**config.mk**
```make
export PLATFORM = sky130hd
export DESIGN_NAME = axi_read_ctrl_flat
export DESIGN_NICKNAME = d
export VERILOG_FILES = /design/src/logic/axi_burst_pkg.sv /design/src/logic/mem_pkg.sv /design/src/logic/mem_if.sv /design/src/logic/axi_read_ctrl.sv /design/src/flat_wrapper.sv
export SDC_FILE = /design/constraint.sdc
export NUM_CORES = 1
export LEC_CHECK = 0
export BUFFER_PORTS_ARGS = -buffer_cell sky130_fd_sc_hd__buf_2
export CORE_UTILIZATION = 56
export CTS_CLUSTER_SIZE = 20
export DETAILED_ROUTE_END_ITERATION = 12
export PLACE_DENSITY = 0.8
export SLEW_MARGIN = 30
export SYNTH_ARGS = -nofsm -noshare
export SYNTH_HDL_FRONTEND = slang
export SYNTH_SLANG_ARGS = --single-unit
```
**constraint.sdc**
```tcl
create_clock -name clk -period 3.5 [get_ports clk]
set_input_delay 0.175 -clock clk [delete_from_list [all_inputs] [get_ports clk]]
set_output_delay 0.175 -clock clk [all_outputs]
set_load 0.1 [all_outputs]
```
**src/logic/axi_burst_pkg.sv**
```systemverilog
// ========================================
// AXI burst protocol types
// ========================================

package axi_burst_pkg;

	// Response codes on B and R
	// EXOKAY and DECERR are never produced by this slave
	typedef enum logic [1:0] {
		RESP_OKAY   = 2'b00,
		RESP_SLVERR = 2'b10
	} resp_t;

	// Burst length as carried on awlen/arlen, beats minus one
	typedef logic [7:0] len_t;

	// Longest INCR burst in beats
	localparam int MAX_BEATS = 256;

endpackage

```
**src/logic/mem_pkg.sv**
```systemverilog
// ========================================
// Memory word and addressing
// ========================================

package mem_pkg;

	// Low byte address bits dropped to form a word index
	localparam int BYTE_OFFSET = 2;

	// Bytes per word, also the address step per beat
	localparam int WORD_BYTES = 1 << BYTE_OFFSET;

	// Data word and its byte strobe
	typedef logic [8*WORD_BYTES-1:0] word_t;
	typedef logic [WORD_BYTES-1:0]   strb_t;

endpackage

```
**src/logic/mem_if.sv**
```systemverilog
// ========================================
// Controller to memory link
// ========================================

`timescale 1ns/100ps

interface mem_if #(
	parameter int MEM_WORDS = 256
);

	localparam int INDEX_WIDTH = $clog2(MEM_WORDS);

	// Write port, one strobed word per cycle
	logic                   wr_en;
	logic [INDEX_WIDTH-1:0] wr_index;
	mem_pkg::word_t         wr_data;
	mem_pkg::strb_t         wr_strb;

	// Read port, rd_data lands one cycle after rd_en
	logic                   rd_en;
	logic [INDEX_WIDTH-1:0] rd_index;
	mem_pkg::word_t         rd_data;

	// Write channel controller side
	modport writer (output wr_en, wr_index, wr_data, wr_strb);

	// Read channel controller side
	modport reader (output rd_en, rd_index, input rd_data);

	// Storage side
	modport array (input wr_en, wr_index, wr_data, wr_strb, rd_en, rd_index, output rd_data);

endinterface

```
**src/logic/axi_read_ctrl.sv**
```systemverilog
// ========================================
// AXI read channel controller
// ========================================

`timescale 1ns/100ps

module axi_read_ctrl #(
	parameter int ADDR_WIDTH = 16,
	parameter int MEM_WORDS  = 256
) (
	input  logic                  clk,
	input  logic                  rst_n,
	input  logic [ADDR_WIDTH-1:0] araddr,
	input  axi_burst_pkg::len_t   arlen,
	input  logic                  arvalid,
	output logic                  arready,
	input  logic                  rready,
	output mem_pkg::word_t        rdata,
	output axi_burst_pkg::resp_t  rresp,
	output logic                  rlast,
	output logic                  rvalid,
	mem_if.reader                 mem
);

	localparam int INDEX_WIDTH = $clog2(MEM_WORDS);
	localparam int WORD_BITS   = ADDR_WIDTH - mem_pkg::BYTE_OFFSET + 1;
	localparam logic [ADDR_WIDTH:0] ADDR_STEP  = (ADDR_WIDTH+1)'(mem_pkg::WORD_BYTES);
	localparam logic [WORD_BITS-1:0] WORD_LIMIT = WORD_BITS'(MEM_WORDS);

	// One R beat with its own response and last flag
	typedef struct packed {
		mem_pkg::word_t       data;
		axi_burst_pkg::resp_t resp;
		logic                 last;
	} beat_t;

	typedef enum logic {
		R_IDLE,
		R_BURST
	} rd_state_t;

	rd_state_t state_q, state_d;

	logic [ADDR_WIDTH:0] addr_q;
	axi_burst_pkg::len_t len_q;
	// Issued count needs 9 bits to pass a 256 beat burst
	logic [8:0]          issued_q;
	axi_burst_pkg::len_t returned_q;
	logic                in_range;
	logic                issue;
	logic                r_fire;

	// Beat whose RAM read completes this cycle
	logic  pipe_valid_q;
	logic  pipe_err_q;
	logic  pipe_last_q;
	beat_t pipe_beat;

	// 2-entry beat buffer for reads that return during a stall
	beat_t      buf_q [2];
	logic       buf_wr_q;
	logic       buf_rd_q;
	logic [1:0] buf_cnt_q;
	logic       push;
	logic       pop;
	logic [1:0] pending;
	beat_t      head;

	assign in_range = addr_q[ADDR_WIDTH:mem_pkg::BYTE_OFFSET] < WORD_LIMIT;

	// Beats held in the buffer plus the one in the RAM stage
	assign pending = buf_cnt_q + {1'b0, pipe_valid_q};
	assign issue   = (state_q == R_BURST) && (issued_q <= {1'b0, len_q}) && (pending < 2'd2);

	// Out-of-range beats never touch the RAM
	assign mem.rd_en    = issue && in_range;
	assign mem.rd_index = addr_q[mem_pkg::BYTE_OFFSET +: INDEX_WIDTH];

	assign pipe_beat.data = pipe_err_q ? '0 : mem.rd_data;
	assign pipe_beat.resp = pipe_err_q ? axi_burst_pkg::RESP_SLVERR : axi_burst_pkg::RESP_OKAY;
	assign pipe_beat.last = pipe_last_q;

	// Buffer head first, RAM stage bypasses when the buffer is empty
	assign head   = (buf_cnt_q != 2'd0) ? buf_q[buf_rd_q] : pipe_beat;
	assign rvalid = (buf_cnt_q != 2'd0) || pipe_valid_q;
	assign rdata  = head.data;
	assign rresp  = head.resp;
	assign rlast  = head.last;
	assign r_fire = rvalid && rready;

	assign pop  = (buf_cnt_q != 2'd0) && rready;
	assign push = pipe_valid_q && !((buf_cnt_q == 2'd0) && rready);

	always_comb begin
		state_d = state_q;
		case (state_q)
			R_IDLE:  if (arvalid && arready) state_d = R_BURST;
			R_BURST: if (r_fire && (returned_q == len_q)) state_d = R_IDLE;
			default: state_d = R_IDLE;
		endcase
	end

	always_ff @(posedge clk or negedge rst_n) begin
		if (!rst_n) begin
			state_q      <= R_IDLE;
			arready      <= 1'b0;
			addr_q       <= '0;
			len_q        <= '0;
			issued_q     <= '0;
			returned_q   <= '0;
			pipe_valid_q <= 1'b0;
			pipe_err_q   <= 1'b0;
			pipe_last_q  <= 1'b0;
			buf_wr_q     <= 1'b0;
			buf_rd_q     <= 1'b0;
			buf_cnt_q    <= '0;
		end else begin
			state_q <= state_d;
			arready <= (state_d == R_IDLE);
			if (arvalid && arready) begin
				addr_q     <= {1'b0, araddr};
				len_q      <= arlen;
				issued_q   <= '0;
				returned_q <= '0;
			end else begin
				if (issue) begin
					addr_q   <= addr_q + ADDR_STEP;
					issued_q <= issued_q + 9'd1;
				end
				if (r_fire) returned_q <= returned_q + 8'd1;
			end
			// Flags follow the read through the RAM stage
			pipe_valid_q <= issue;
			pipe_err_q   <= issue && !in_range;
			pipe_last_q  <= issue && (issued_q == {1'b0, len_q});
			if (push) buf_wr_q <= !buf_wr_q;
			if (pop)  buf_rd_q <= !buf_rd_q;
			buf_cnt_q <= buf_cnt_q + {1'b0, push} - {1'b0, pop};
		end
	end

	always_ff @(posedge clk) begin
		if (push) buf_q[buf_wr_q] <= pipe_beat;
	end

	assert property (@(posedge clk) disable iff (!rst_n)
		rvalid && !rready |=> rvalid && $stable(rdata) && $stable(rlast) && $stable(rresp))
		else $error("R payload changed while stalled");

	assert property (@(posedge clk) disable iff (!rst_n) pending <= 2'd2)
		else $error("more than two reads in flight");

endmodule

```
**src/flat_wrapper.sv**
```systemverilog
// flat-port wrapper written by rule: the top's interface ports become plain ports
module axi_read_ctrl_flat 
#(
	parameter int ADDR_WIDTH = 16,
	parameter int MEM_WORDS  = 256
)
  (clk, rst_n, araddr, arlen, arvalid, arready, rready, rdata, rresp, rlast, rvalid, mem_rd_en, mem_rd_index, mem_rd_data);
  mem_if #(.MEM_WORDS(MEM_WORDS)) mem_i ();
  input  logic clk;
  input  logic rst_n;
  input  logic [ADDR_WIDTH-1:0] araddr;
  input  axi_burst_pkg::len_t arlen;
  input  logic arvalid;
  output logic arready;
  input  logic rready;
  output mem_pkg::word_t rdata;
  output axi_burst_pkg::resp_t rresp;
  output logic rlast;
  output logic rvalid;
  output wire logic [$bits(mem_i.rd_en)-1:0] mem_rd_en;
  output wire logic [$bits(mem_i.rd_index)-1:0] mem_rd_index;
  input wire logic [$bits(mem_i.rd_data)-1:0] mem_rd_data;
  assign mem_rd_en = mem_i.rd_en;
  assign mem_rd_index = mem_i.rd_index;
  assign mem_i.rd_data = mem_rd_data;
  axi_read_ctrl #(.ADDR_WIDTH(ADDR_WIDTH), .MEM_WORDS(MEM_WORDS)) u_core (.clk(clk), .rst_n(rst_n), .araddr(araddr), .arlen(arlen), .arvalid(arvalid), .arready(arready), .rready(rready), .rdata(rdata), .rresp(rresp), .rlast(rlast), .rvalid(rvalid), .mem(mem_i));
endmodule
```
==> out/qor.txt <==
Worst Hold Class - in -> reg
Initial antenna violation count - 0
Fmax - 305 MHz
First-pass GRT wire length - 18,700 µm
Skew-Pair Late Insertion Delay - 0.52 ns
Most used DFF post-synth - edfxtp_1
H-tree depth - 4
CP Capture Type - output port
Startpoint Class - flip-flop
Max-Cap Viols - 0
Synth top area share - 36.1%
Mapped Area - 5650 µm²
Die Ht - 102 µm
Routed WL - 11,700 µm
Worst-path clk slew - 0.06 ns
Syn_area_per_cell - 11.0 µm²
Postcts setup bufs - 0
Via count - 4,076
Slew HR - 40.3%
Routed WL per cell - 15.1 µm
Initial core utilization - 57.8%
CP Max Fanout - 19
Antenna diodes - 0
CTS buffer count - 17
Row Count - 36
Total grt overflow - 0
Fin nets - 704
Port buffer count - 102
Via-per-instance ratio - 5.25
Async SR Flop Fraction - 41.9%
CTS tree - done
Final Max Slew Viols - 0
Total track usage - 23.8%
ANT nets after route - 0
Seq/Total Area, Yosys - 57.8%
CP Class - reg -> out
Layout area overhead - 25.4%
Yosys warning count - 0
# DRC - 0
Layout cell share with drive strength beyond 1 - 22.4%
Gpl congestion - 0.792
CTS sink cnt - 117
Mapped Nets - 585
Die area - 10,500 µm²
Critical path arrival - 3.11 ns
Largest net degree at the start of global routing - 70
Total core area - 9770 µm²
Worst EP required - 3.32 ns
Status - finished clean
Period utilization - 93.7%
Synthesis-stage register bit count - 117
Total Negative Setup Slacks - 0 ns
Iter 0 DRT Violations - 160
Post-DP HPWL - 7420 µm
Io pins - 106
CTS root buffer - clkbuf_8
Layout Skew - 0.00766 ns
Crit path time final - 3.28 ns
CTS max path bufs - 2
RSZ-0062 raised after global routing - no
Number of synthesized flops with an enable pin - 68
Yosys top cell by area - edfxtp_1
Pre-antenna DRT Iters - 4
Synth cell types - 38
Die width - 102 µm
Least-Margin Pin Slew - 0.895 ns
Top cells by area, synth - edfxtp_1 (36%), dfrtp_1 (22%), mux2i_1 (6.0%), nand2_1 (4.9%), xnor2_1 (4.8%)
Setup violators final - 0
Vias in the first global route - 3,948
Final Hold Viols - 0
Mapped Cells - 512
[flip-flops by register name, summed over array words and instances, names as in the netlist]
name / flops
u_core.issued_q: 9
u_core.state_q: 1
u_core.buf_cnt_q: 2
u_core.pipe_last_q: 1
u_core.pipe_valid_q: 1
u_core.len_q: 8
u_core.arready: 1
u_core.buf_rd_q: 1
u_core.buf_wr_q: 1
u_core.buf_q: 68
u_core.pipe_err_q: 1
u_core.returned_q: 8
u_core.addr_q: 15
[cells in the final DEF, fill, tap and decap left out, drive strengths merged, types with 9 or more instances in the layout]
| cell type | instances |
|---|---|
| nand3 | 12 |
| buf | 109 |
| xor2 | 9 |
| xnor2 | 31 |
| edfxtp | 68 |
| dfrtp | 49 |
| nor2b | 33 |
| nand2 | 74 |
| o21ai | 57 |
| nor2 | 23 |
| clkbuf | 22 |
| ha | 13 |
| mux2i | 34 |
| inv | 17 |
| dlygate4sd3 | 24 |
[cells by family after synthesis]
kind of cell | Yosys count | share of synthesized area, %
flip-flops | 117 | 57.8
buffers and inverters | 51 | 4.10
XOR/XNOR | 40 | 6.20
AND/OR/NAND/NOR | 185 | 16.1
adder cells (fa/ha/maj) | 13 | 2.88
multiplexers | 34 | 6.02
other | 1 | 0.0664
AO/OA/AOI/OAI | 71 | 6.82
[synthesized netlist by cell type, drive strengths merged (3+ instances only)]
master  instances
a21oi           7
and2            3
and3            5
buf            15
clkbuf         19
dfrtp          49
edfxtp         68
ha             13
inv            17
mux2i          34
nand2          74
nand3          12
nand4           8
nor2           23
nor2b          33
nor3            7
nor3b           5
nor4            8
o21ai          57
xnor2          31
xor2            9
[per-stage QoR]
step           hold WS, ns  instances  utilization (%)  area, µm²  worst slack (ns)
4_1_cts             0.0103        777             72.5       7090             0.160
3_5_place_dp         0.201        721             64.0       6260             0.771
5_1_grt             0.0394        777             72.5       7090            0.0576
2_1_floorplan       -0.121        512                -       5650             0.186
6_report            0.0298        777             72.5       7090             0.219
3_3_place_gp         0.184        720             63.7       6230             0.857
[cell type report]
| class | count | area (µm²) |
|---|---|---|
| Multi-Input combinational cell | 344 | 2170 |
| Fill cell | 669 | 2690 |
| Clock inverter | 11 | 158 |
| Sequential cell | 117 | 3270 |
| Inverter | 17 | 63.8 |
| Clock buffer | 21 | 429 |
| Tap cell | 133 | 166 |
| Timing Repair Buffer | 134 | 833 |
[final timing paths]
kind	endpoint	slack, ns	start	cells after the start
min in group asynchronous	u_core.addr_q[7]$_DFFE_PN0P_	0.19	rst_n	2
max reg2reg	u_core.addr_q[2]$_DFFE_PN0P_	0.99	u_core.issued_q[4]$_DFFE_PN0P_	9
max	mem_rd_en	0.22	u_core.issued_q[4]$_DFFE_PN0P_	9
min reg2reg	u_core.buf_q[1][0]$_DFFE_PP_	0.47	u_core.pipe_last_q$_DFF_PN0_	0
min	u_core.len_q[0]$_DFFE_PN0P_	0.03	arvalid	4
max in group asynchronous	u_core.returned_q[7]$_DFFE_PN0P_	2.54	rst_n	3
[routing by layer]
layer | vias up | share of wire, % | global-route usage (%)
met4 | 0 | 1.2 | 8.24
li1 | 2014 | - | -
met5 | - | 0 | 0
met1 | 1937 | 43 | 29.4
met2 | 111 | 51 | 39.5
met3 | 14 | 4.9 | 7.80
[worst max-delay path: stages, from the launching register on]
cell and delay (ns):
dfrtp_1 0.45, ha_1 0.36, and3_1 0.20, a311o_1 0.36, a21oi_2 0.11, buf_4 0.25
or2_1 0.26, inv_2 0.13, and3_1 0.19, clkbuf_4 0.28
[what timing repair did]
| item | in CTS | in global routing |
|---|---|---|
| gates resized for setup | 0 | 1 |
| setup endpoints to repair | 0 | 1 |
| hold endpoints to repair | 46 | 0 |
| hold buffers | 24 | 0 |
Power is left out: the tool's default activity adds up to more than one toggle a clock period on the data nets, which glitch-free logic cannot reach.
