==> src/logic/axi_burst_pkg.sv <==
// ========================================
// AXI burst protocol types
// ========================================

package axi_burst_pkg;

	// Response codes on B and R
	// EXOKAY and DECERR are never produced by this slave
	typedef enum logic [1:0] {
		RESP_OKAY   = 2'b00,
		RESP_SLVERR = 2'b10
	} resp_t;

	// Burst length as carried on awlen/arlen, beats minus one
	typedef logic [7:0] len_t;

	// Longest INCR burst in beats
	localparam int MAX_BEATS = 256;

endpackage

==> src/logic/mem_pkg.sv <==
// ========================================
// Memory word and addressing
// ========================================

package mem_pkg;

	// Low byte address bits dropped to form a word index
	localparam int BYTE_OFFSET = 2;

	// Bytes per word, also the address step per beat
	localparam int WORD_BYTES = 1 << BYTE_OFFSET;

	// Data word and its byte strobe
	typedef logic [8*WORD_BYTES-1:0] word_t;
	typedef logic [WORD_BYTES-1:0]   strb_t;

endpackage

==> src/logic/mem_if.sv <==
// ========================================
// Controller to memory link
// ========================================

`timescale 1ns/100ps

interface mem_if #(
	parameter int MEM_WORDS = 256
);

	localparam int INDEX_WIDTH = $clog2(MEM_WORDS);

	// Write port, one strobed word per cycle
	logic                   wr_en;
	logic [INDEX_WIDTH-1:0] wr_index;
	mem_pkg::word_t         wr_data;
	mem_pkg::strb_t         wr_strb;

	// Read port, rd_data lands one cycle after rd_en
	logic                   rd_en;
	logic [INDEX_WIDTH-1:0] rd_index;
	mem_pkg::word_t         rd_data;

	// Write channel controller side
	modport writer (output wr_en, wr_index, wr_data, wr_strb);

	// Read channel controller side
	modport reader (output rd_en, rd_index, input rd_data);

	// Storage side
	modport array (input wr_en, wr_index, wr_data, wr_strb, rd_en, rd_index, output rd_data);

endinterface

==> src/logic/axi_write_ctrl.sv <==
// ========================================
// AXI write channel controller
// ========================================

`timescale 1ns/100ps

module axi_write_ctrl #(
	parameter int ADDR_WIDTH = 16,
	parameter int MEM_WORDS  = 256
) (
	input  logic                  clk,
	input  logic                  rst_n,
	input  logic [ADDR_WIDTH-1:0] awaddr,
	input  axi_burst_pkg::len_t   awlen,
	input  logic                  awvalid,
	output logic                  awready,
	input  mem_pkg::word_t        wdata,
	input  mem_pkg::strb_t        wstrb,
	input  logic                  wlast,
	input  logic                  wvalid,
	output logic                  wready,
	input  logic                  bready,
	output axi_burst_pkg::resp_t  bresp,
	output logic                  bvalid,
	mem_if.writer                 mem
);

	localparam int INDEX_WIDTH = $clog2(MEM_WORDS);
	localparam int WORD_BITS   = ADDR_WIDTH - mem_pkg::BYTE_OFFSET + 1;

	// Address step per beat and first word past the memory
	localparam logic [ADDR_WIDTH:0] ADDR_STEP  = (ADDR_WIDTH+1)'(mem_pkg::WORD_BYTES);
	localparam logic [WORD_BITS-1:0] WORD_LIMIT = WORD_BITS'(MEM_WORDS);

	typedef enum logic [1:0] {
		W_IDLE,
		W_DATA,
		W_RESP
	} wr_state_t;

	wr_state_t state_q, state_d;

	// Extra top bit so a burst wrapping the address space reads as out of range
	logic [ADDR_WIDTH:0] addr_q;
	axi_burst_pkg::len_t len_q;
	axi_burst_pkg::len_t beat_q;
	logic                err_q;
	logic                w_fire;
	logic                in_range;
	logic                beat_err;

	assign w_fire   = wvalid && wready;
	assign in_range = addr_q[ADDR_WIDTH:mem_pkg::BYTE_OFFSET] < WORD_LIMIT;

	// Bad beat: outside memory, or wlast not on the announced last beat
	assign beat_err = !in_range || (wlast != (beat_q == len_q));

	always_comb begin
		state_d = state_q;
		case (state_q)
			W_IDLE: if (awvalid && awready) state_d = W_DATA;
			// Burst closes on wlast whatever awlen said
			W_DATA: if (w_fire && wlast) state_d = W_RESP;
			W_RESP: if (bvalid && bready) state_d = W_IDLE;
			default: state_d = W_IDLE;
		endcase
	end

	// Handshake outputs registered from the next state
	always_ff @(posedge clk or negedge rst_n) begin
		if (!rst_n) begin
			state_q <= W_IDLE;
			awready <= 1'b0;
			wready  <= 1'b0;
			bvalid  <= 1'b0;
			addr_q  <= '0;
			len_q   <= '0;
			beat_q  <= '0;
			err_q   <= 1'b0;
		end else begin
			state_q <= state_d;
			awready <= (state_d == W_IDLE);
			wready  <= (state_d == W_DATA);
			bvalid  <= (state_d == W_RESP);
			if (awvalid && awready) begin
				addr_q <= {1'b0, awaddr};
				len_q  <= awlen;
				beat_q <= '0;
				err_q  <= 1'b0;
			end else if (w_fire) begin
				addr_q <= addr_q + ADDR_STEP;
				beat_q <= beat_q + 8'd1;
				// Sticky until the next AW
				err_q  <= err_q || beat_err;
			end
		end
	end

	assign bresp = err_q ? axi_burst_pkg::RESP_SLVERR : axi_burst_pkg::RESP_OKAY;

	// Memory write on the accepting edge, out-of-range beats dropped
	assign mem.wr_en    = w_fire && in_range;
	assign mem.wr_index = addr_q[mem_pkg::BYTE_OFFSET +: INDEX_WIDTH];
	assign mem.wr_data  = wdata;
	assign mem.wr_strb  = wstrb;

	assert property (@(posedge clk) disable iff (!rst_n) bvalid && !bready |=> bvalid)
		else $error("bvalid dropped before bready");

	assert property (@(posedge clk) disable iff (!rst_n) !(wready && bvalid))
		else $error("wready high during write response");

endmodule

==> src/flat_wrapper.sv <==
// flat-port wrapper written by rule: the top's interface ports become plain ports
module axi_write_ctrl_flat 
#(
	parameter int ADDR_WIDTH = 16,
	parameter int MEM_WORDS  = 256
)
  (clk, rst_n, awaddr, awlen, awvalid, awready, wdata, wstrb, wlast, wvalid, wready, bready, bresp, bvalid, mem_wr_en, mem_wr_index, mem_wr_data, mem_wr_strb);
  mem_if #(.MEM_WORDS(MEM_WORDS)) mem_i ();
  input  logic clk;
  input  logic rst_n;
  input  logic [ADDR_WIDTH-1:0] awaddr;
  input  axi_burst_pkg::len_t awlen;
  input  logic awvalid;
  output logic awready;
  input  mem_pkg::word_t wdata;
  input  mem_pkg::strb_t wstrb;
  input  logic wlast;
  input  logic wvalid;
  output logic wready;
  input  logic bready;
  output axi_burst_pkg::resp_t bresp;
  output logic bvalid;
  output wire logic [$bits(mem_i.wr_en)-1:0] mem_wr_en;
  output wire logic [$bits(mem_i.wr_index)-1:0] mem_wr_index;
  output wire logic [$bits(mem_i.wr_data)-1:0] mem_wr_data;
  output wire logic [$bits(mem_i.wr_strb)-1:0] mem_wr_strb;
  assign mem_wr_en = mem_i.wr_en;
  assign mem_wr_index = mem_i.wr_index;
  assign mem_wr_data = mem_i.wr_data;
  assign mem_wr_strb = mem_i.wr_strb;
  axi_write_ctrl #(.ADDR_WIDTH(ADDR_WIDTH), .MEM_WORDS(MEM_WORDS)) u_core (.clk(clk), .rst_n(rst_n), .awaddr(awaddr), .awlen(awlen), .awvalid(awvalid), .awready(awready), .wdata(wdata), .wstrb(wstrb), .wlast(wlast), .wvalid(wvalid), .wready(wready), .bready(bready), .bresp(bresp), .bvalid(bvalid), .mem(mem_i));
endmodule
==> config.mk <==
export PLATFORM = sky130hd
export DESIGN_NAME = axi_write_ctrl_flat
export DESIGN_NICKNAME = d
export VERILOG_FILES = /design/src/logic/axi_burst_pkg.sv /design/src/logic/mem_pkg.sv /design/src/logic/mem_if.sv /design/src/logic/axi_write_ctrl.sv /design/src/flat_wrapper.sv
export SDC_FILE = /design/constraint.sdc
export NUM_CORES = 1
export LEC_CHECK = 0
export ABC_AREA = 1
export ABC_CLOCK_PERIOD_IN_PS = 2000
export BUFFER_PORTS_ARGS = -buffer_cell sky130_fd_sc_hd__buf_2
export CORE_ASPECT_RATIO = 0.5
export CORE_MARGIN = 2
export CORE_UTILIZATION = 42
export DETAILED_ROUTE_END_ITERATION = 12
export PLACE_DENSITY_LB_ADDON = 0.25
export SYNTH_ARGS = -nofsm -noshare
export SYNTH_HDL_FRONTEND = slang
export SYNTH_SLANG_ARGS = --single-unit
==> constraint.sdc <==
create_clock -name clk -period 2 [get_ports clk]
set_clock_uncertainty 0.05 [all_clocks]
set_input_delay 0.4 -clock clk [delete_from_list [all_inputs] [get_ports clk]]
set_output_delay 0.4 -clock clk [all_outputs]
set_load 0.01 [all_outputs]
==> load_flow_metrics.sql <==
INSERT INTO impl_metrics (metric_group, metric, value, unit) VALUES
('routing', 'initialDrtViolationCount', '79', ''),
('die', 'die-width', '111', 'microns'),
('timing', 'final.min_clock_period', '1.93', 'ns'),
('timing', 'rsz0062_at_grt', 'yes', ''),
('timing', 'fmaxAchievable', '517', 'MHz'),
('yosys', 'netlist_area_before_placement', '2390', 'sq um'),
('finish', 'regArea', '926', 'sq um'),
('die', 'die_height', '57.4', 'microns'),
('timing', 'finalSetupViolations', '0', ''),
('clocking', 'worstSkewPairLatency', '0.28', 'ns'),
('yosys', 'ys_async_sr_fraction', '100', '%'),
('yosys', 'yosys_register_bits', '37', ''),
('finish', 'post-route-util', '46.0', '%'),
('die', 'num_io_pins', '116', ''),
('die', 'die_area', '6350', 'sq um'),
('timing', 'slew_headroom', '59.8', '%'),
('yosys', 'synth.top_cells.by_area', 'sky130_fd_sc_hd__dfrtp_1 39%, sky130_fd_sc_hd__buf_4 15%, sky130_fd_sc_hd__nand2_1 14%', ''),
('routing', 'detailedRoute.firstPassIterationCount', '4', ''),
('clocking', 'cts-htree-levels', '2', ''),
('global_routing', 'grt_max_degree', '29', ''),
('critical_path', 'cp.required', '1.55', 'ns'),
('timing', 'final_hold_viol_count', '4', ''),
('yosys', 'postSynthCellCount', '319', ''),
('run', 'drv.max_cap_violation_count', '0', ''),
('routing', 'met3_length', '325', 'microns'),
('clocking', 'cts_buffers', '5', ''),
('yosys', 'ys_warn_count', '0', ''),
('routing', 'sum_of_routed_wire_segments_on_met1', '2.28', 'mm'),
('routing', 'remaining_drc_errors', '0', ''),
('yosys', 'post-synth-top-area-fraction', '38.7', '%'),
('place', 'place.detailed.hpwl', '3.73', 'mm'),
('yosys', 'ys_types', '30', ''),
('routing', 'route.detailed.vias_per_inst', '4.80', ''),
('place', 'io_buffers', '40', ''),
('yosys', 'synth_common_cells', '88 x sky130_fd_sc_hd__nand2_1, 47 x sky130_fd_sc_hd__buf_4, 37 x sky130_fd_sc_hd__dfrtp_1', ''),
('timing', 'fin_ws', '0.0653', 'ns'),
('global_routing', 'track_usage', '17.3', '%'),
('routing', 'post_drt_wl_per_cell', '13.2', 'microns'),
('global_routing', 'grt_pass1_vias', '1915', ''),
('critical_path', 'worst-endpoint-arrival', '1.48', 'ns'),
('critical_path', 'cp-end-kind', 'output port', ''),
('finish', 'antenna_diodes', '0', ''),
('yosys', 'post-synth-top-count-cell', 'sky130_fd_sc_hd__nand2_1', ''),
('timing', 'fin_hold_ws', '-0.00255', 'ns'),
('routing', 'detail-route-antenna-nets', '0', ''),
('finish', 'final_layout_size_suffix_gt1_share', '19.7', '%'),
('yosys', 'synth-edff-count', '0', ''),
('yosys', 'synthesis.nets', '387', ''),
('clocking', 'tritoncts', 'built', ''),
('place', 'gp_routability_congestion', '0.765', ''),
('critical_path', 'highest_delay_cell_along_the_critical_path', 'sky130_fd_sc_hd__dfrtp_1', ''),
('global_routing', 'grt_pass1_wl', '8.78', 'mm'),
('status', 'failed_checks', 'hold timing', ''),
('timing', 'pin_slew_with_the_least_headroom_to_its_limit', '0.603', 'ns'),
('pwr', 'part_of_the_total_power_dissipated_in_combinational_logic', '36.6', '%'),
('pwr', 'vdd.ir_drop.worst', '0.401', 'mV'),
('status', 'outcome', 'finished, violations left', ''),
('die', 'fp.coreArea', '5490', 'sq um'),
('place', 'place_ws', '0.0419', 'ns'),
('clocking', 'post-cts-setup-buffer-count', '0', ''),
('critical_path', 'timing.setup.critical_path_class', 'register to output port', ''),
('die', 'rows', '19', ''),
('global_routing', 'antenna_found_initial', '0', ''),
('clocking', 'clkSlewWorstSetupHoldPaths', '0.06', 'ns'),
('critical_path', 'worst_path_largest_cell_delay', '0.42', 'ns'),
('routing', 'maxUsedRoutingLayer', 'met4', ''),
('routing', 'num_vias', '1881', ''),
('critical_path', 'crit_fanout', '5', ''),
('pwr', 'power_density', '1390', 'nW/um^2'),
('yosys', 'synth.largest_area_cell', 'sky130_fd_sc_hd__dfrtp_1', ''),
('finish', 'instances_no_fill', '392', '');
[metal layers]
metal,vias to the layer above,GRT usage (%)
met2,57,30.1
met3,19,4.78
met4,0,8.04
li1,954,-
met5,-,0
met1,851,20.3
[path summary, 6_finish.rpt]
path                                          end              start  slack (ns)  depth (start not counted)
worst max-delay path                    mem_wr_en  u_core.addr_q[13]        0.07                          6
max in group asynchronous       u_core.addr_q[10]              rst_n        1.44                          2
worst min register to register       u_core.err_q       u_core.err_q        0.45                          2
worst min-delay path             u_core.beat_q[6]              rst_n      -0.003                          1
worst max register to register  u_core.addr_q[14]   u_core.addr_q[2]        0.31                          7
min in group clk                  u_core.len_q[4]           awlen[4]        0.26                          3
[power by group through the flow]
stage               clock network, W  registers (W)  logic (W)
floorplan                          0        0.00125    0.00111
global placement                   0        0.00129    0.00124
detailed placement                 0        0.00130    0.00126
CTS                         0.000939        0.00129    0.00128
global route                0.000975        0.00135    0.00148
finish                      0.000923        0.00130    0.00128
[final cells by class]
class / instances / area share (%)
flip-flops and latches: 37 / 36.7
repair buffers: 44 / 9.62
clock inverters: 1 / 1.19
clock buffers: 7 / 5.65
multi-input cells: 195 / 38.0
inverters: 35 / 5.21
well taps: 73 / 3.62
[stage by stage]
stage	hold slack (ns)	instance area, sq um
final	-0.00255	2520
after global routing	0.0216	2520
after CTS	0.0149	2510
after detailed placement	0.314	2330
after global placement	0.310	2330
after floorplan	0.0544	2390
[critical path, delay by kind of cell (launching register included)]
kind,cells,cell delay [ns]
buffers and inverters,2,0.21
flip-flops,1,0.42
AND/OR/NAND/NOR,4,0.58
[cells by family (layout without fill, tap and decap cells)]
family / count (synthesis) / after routing / synth area share (%)
AOI/OAI and AO/OA: 34 / 34 / 8.05
DFF: 37 / 37 / 38.7
adders and majority gates: 2 / 2 / 1.05
and+or+nand+nor: 149 / 149 / 26.8
other: 1 / 1 / 0.157
xor gates and xnor gates: 9 / 9 / 3.30
buffers and inverters: 87 / 87 / 21.9
[sequential cells by signal, indices dropped and copies added (netlist names)]
register / flops
u_core.addr_q: 15
u_core.beat_q: 8
u_core.len_q: 8
u_core.state_q: 2
u_core.awready: 1
u_core.bvalid: 1
u_core.err_q: 1
u_core.wready: 1
[repair_timing]
action / in CTS / in global routing
gates cloned: 0 / 0
hold buffers: 0 / 0
resized for setup: 1 / 2
hold endpoints to repair: 0 / 0
setup endpoints to repair: 1 / 4
[placed cells by master, fill, tap and decap left out, types with 4 or more instances in the layout]
cell / netlist / final
sky130_fd_sc_hd__nor2_1: 25 / 24
sky130_fd_sc_hd__nand3_1: 20 / 20
sky130_fd_sc_hd__inv_1: 34 / 34
sky130_fd_sc_hd__xor2_1: 6 / 6
sky130_fd_sc_hd__nand2_1: 88 / 88
sky130_fd_sc_hd__nor3_1: 4 / 4
sky130_fd_sc_hd__buf_2: 3 / 40
sky130_fd_sc_hd__dfrtp_1: 37 / 37
sky130_fd_sc_hd__a21oi_1: 8 / 8
sky130_fd_sc_hd__o21ai_0: 17 / 17
sky130_fd_sc_hd__clkbuf_16: 0 / 5
No activity file was read; power rests on OpenSTA's default activity.
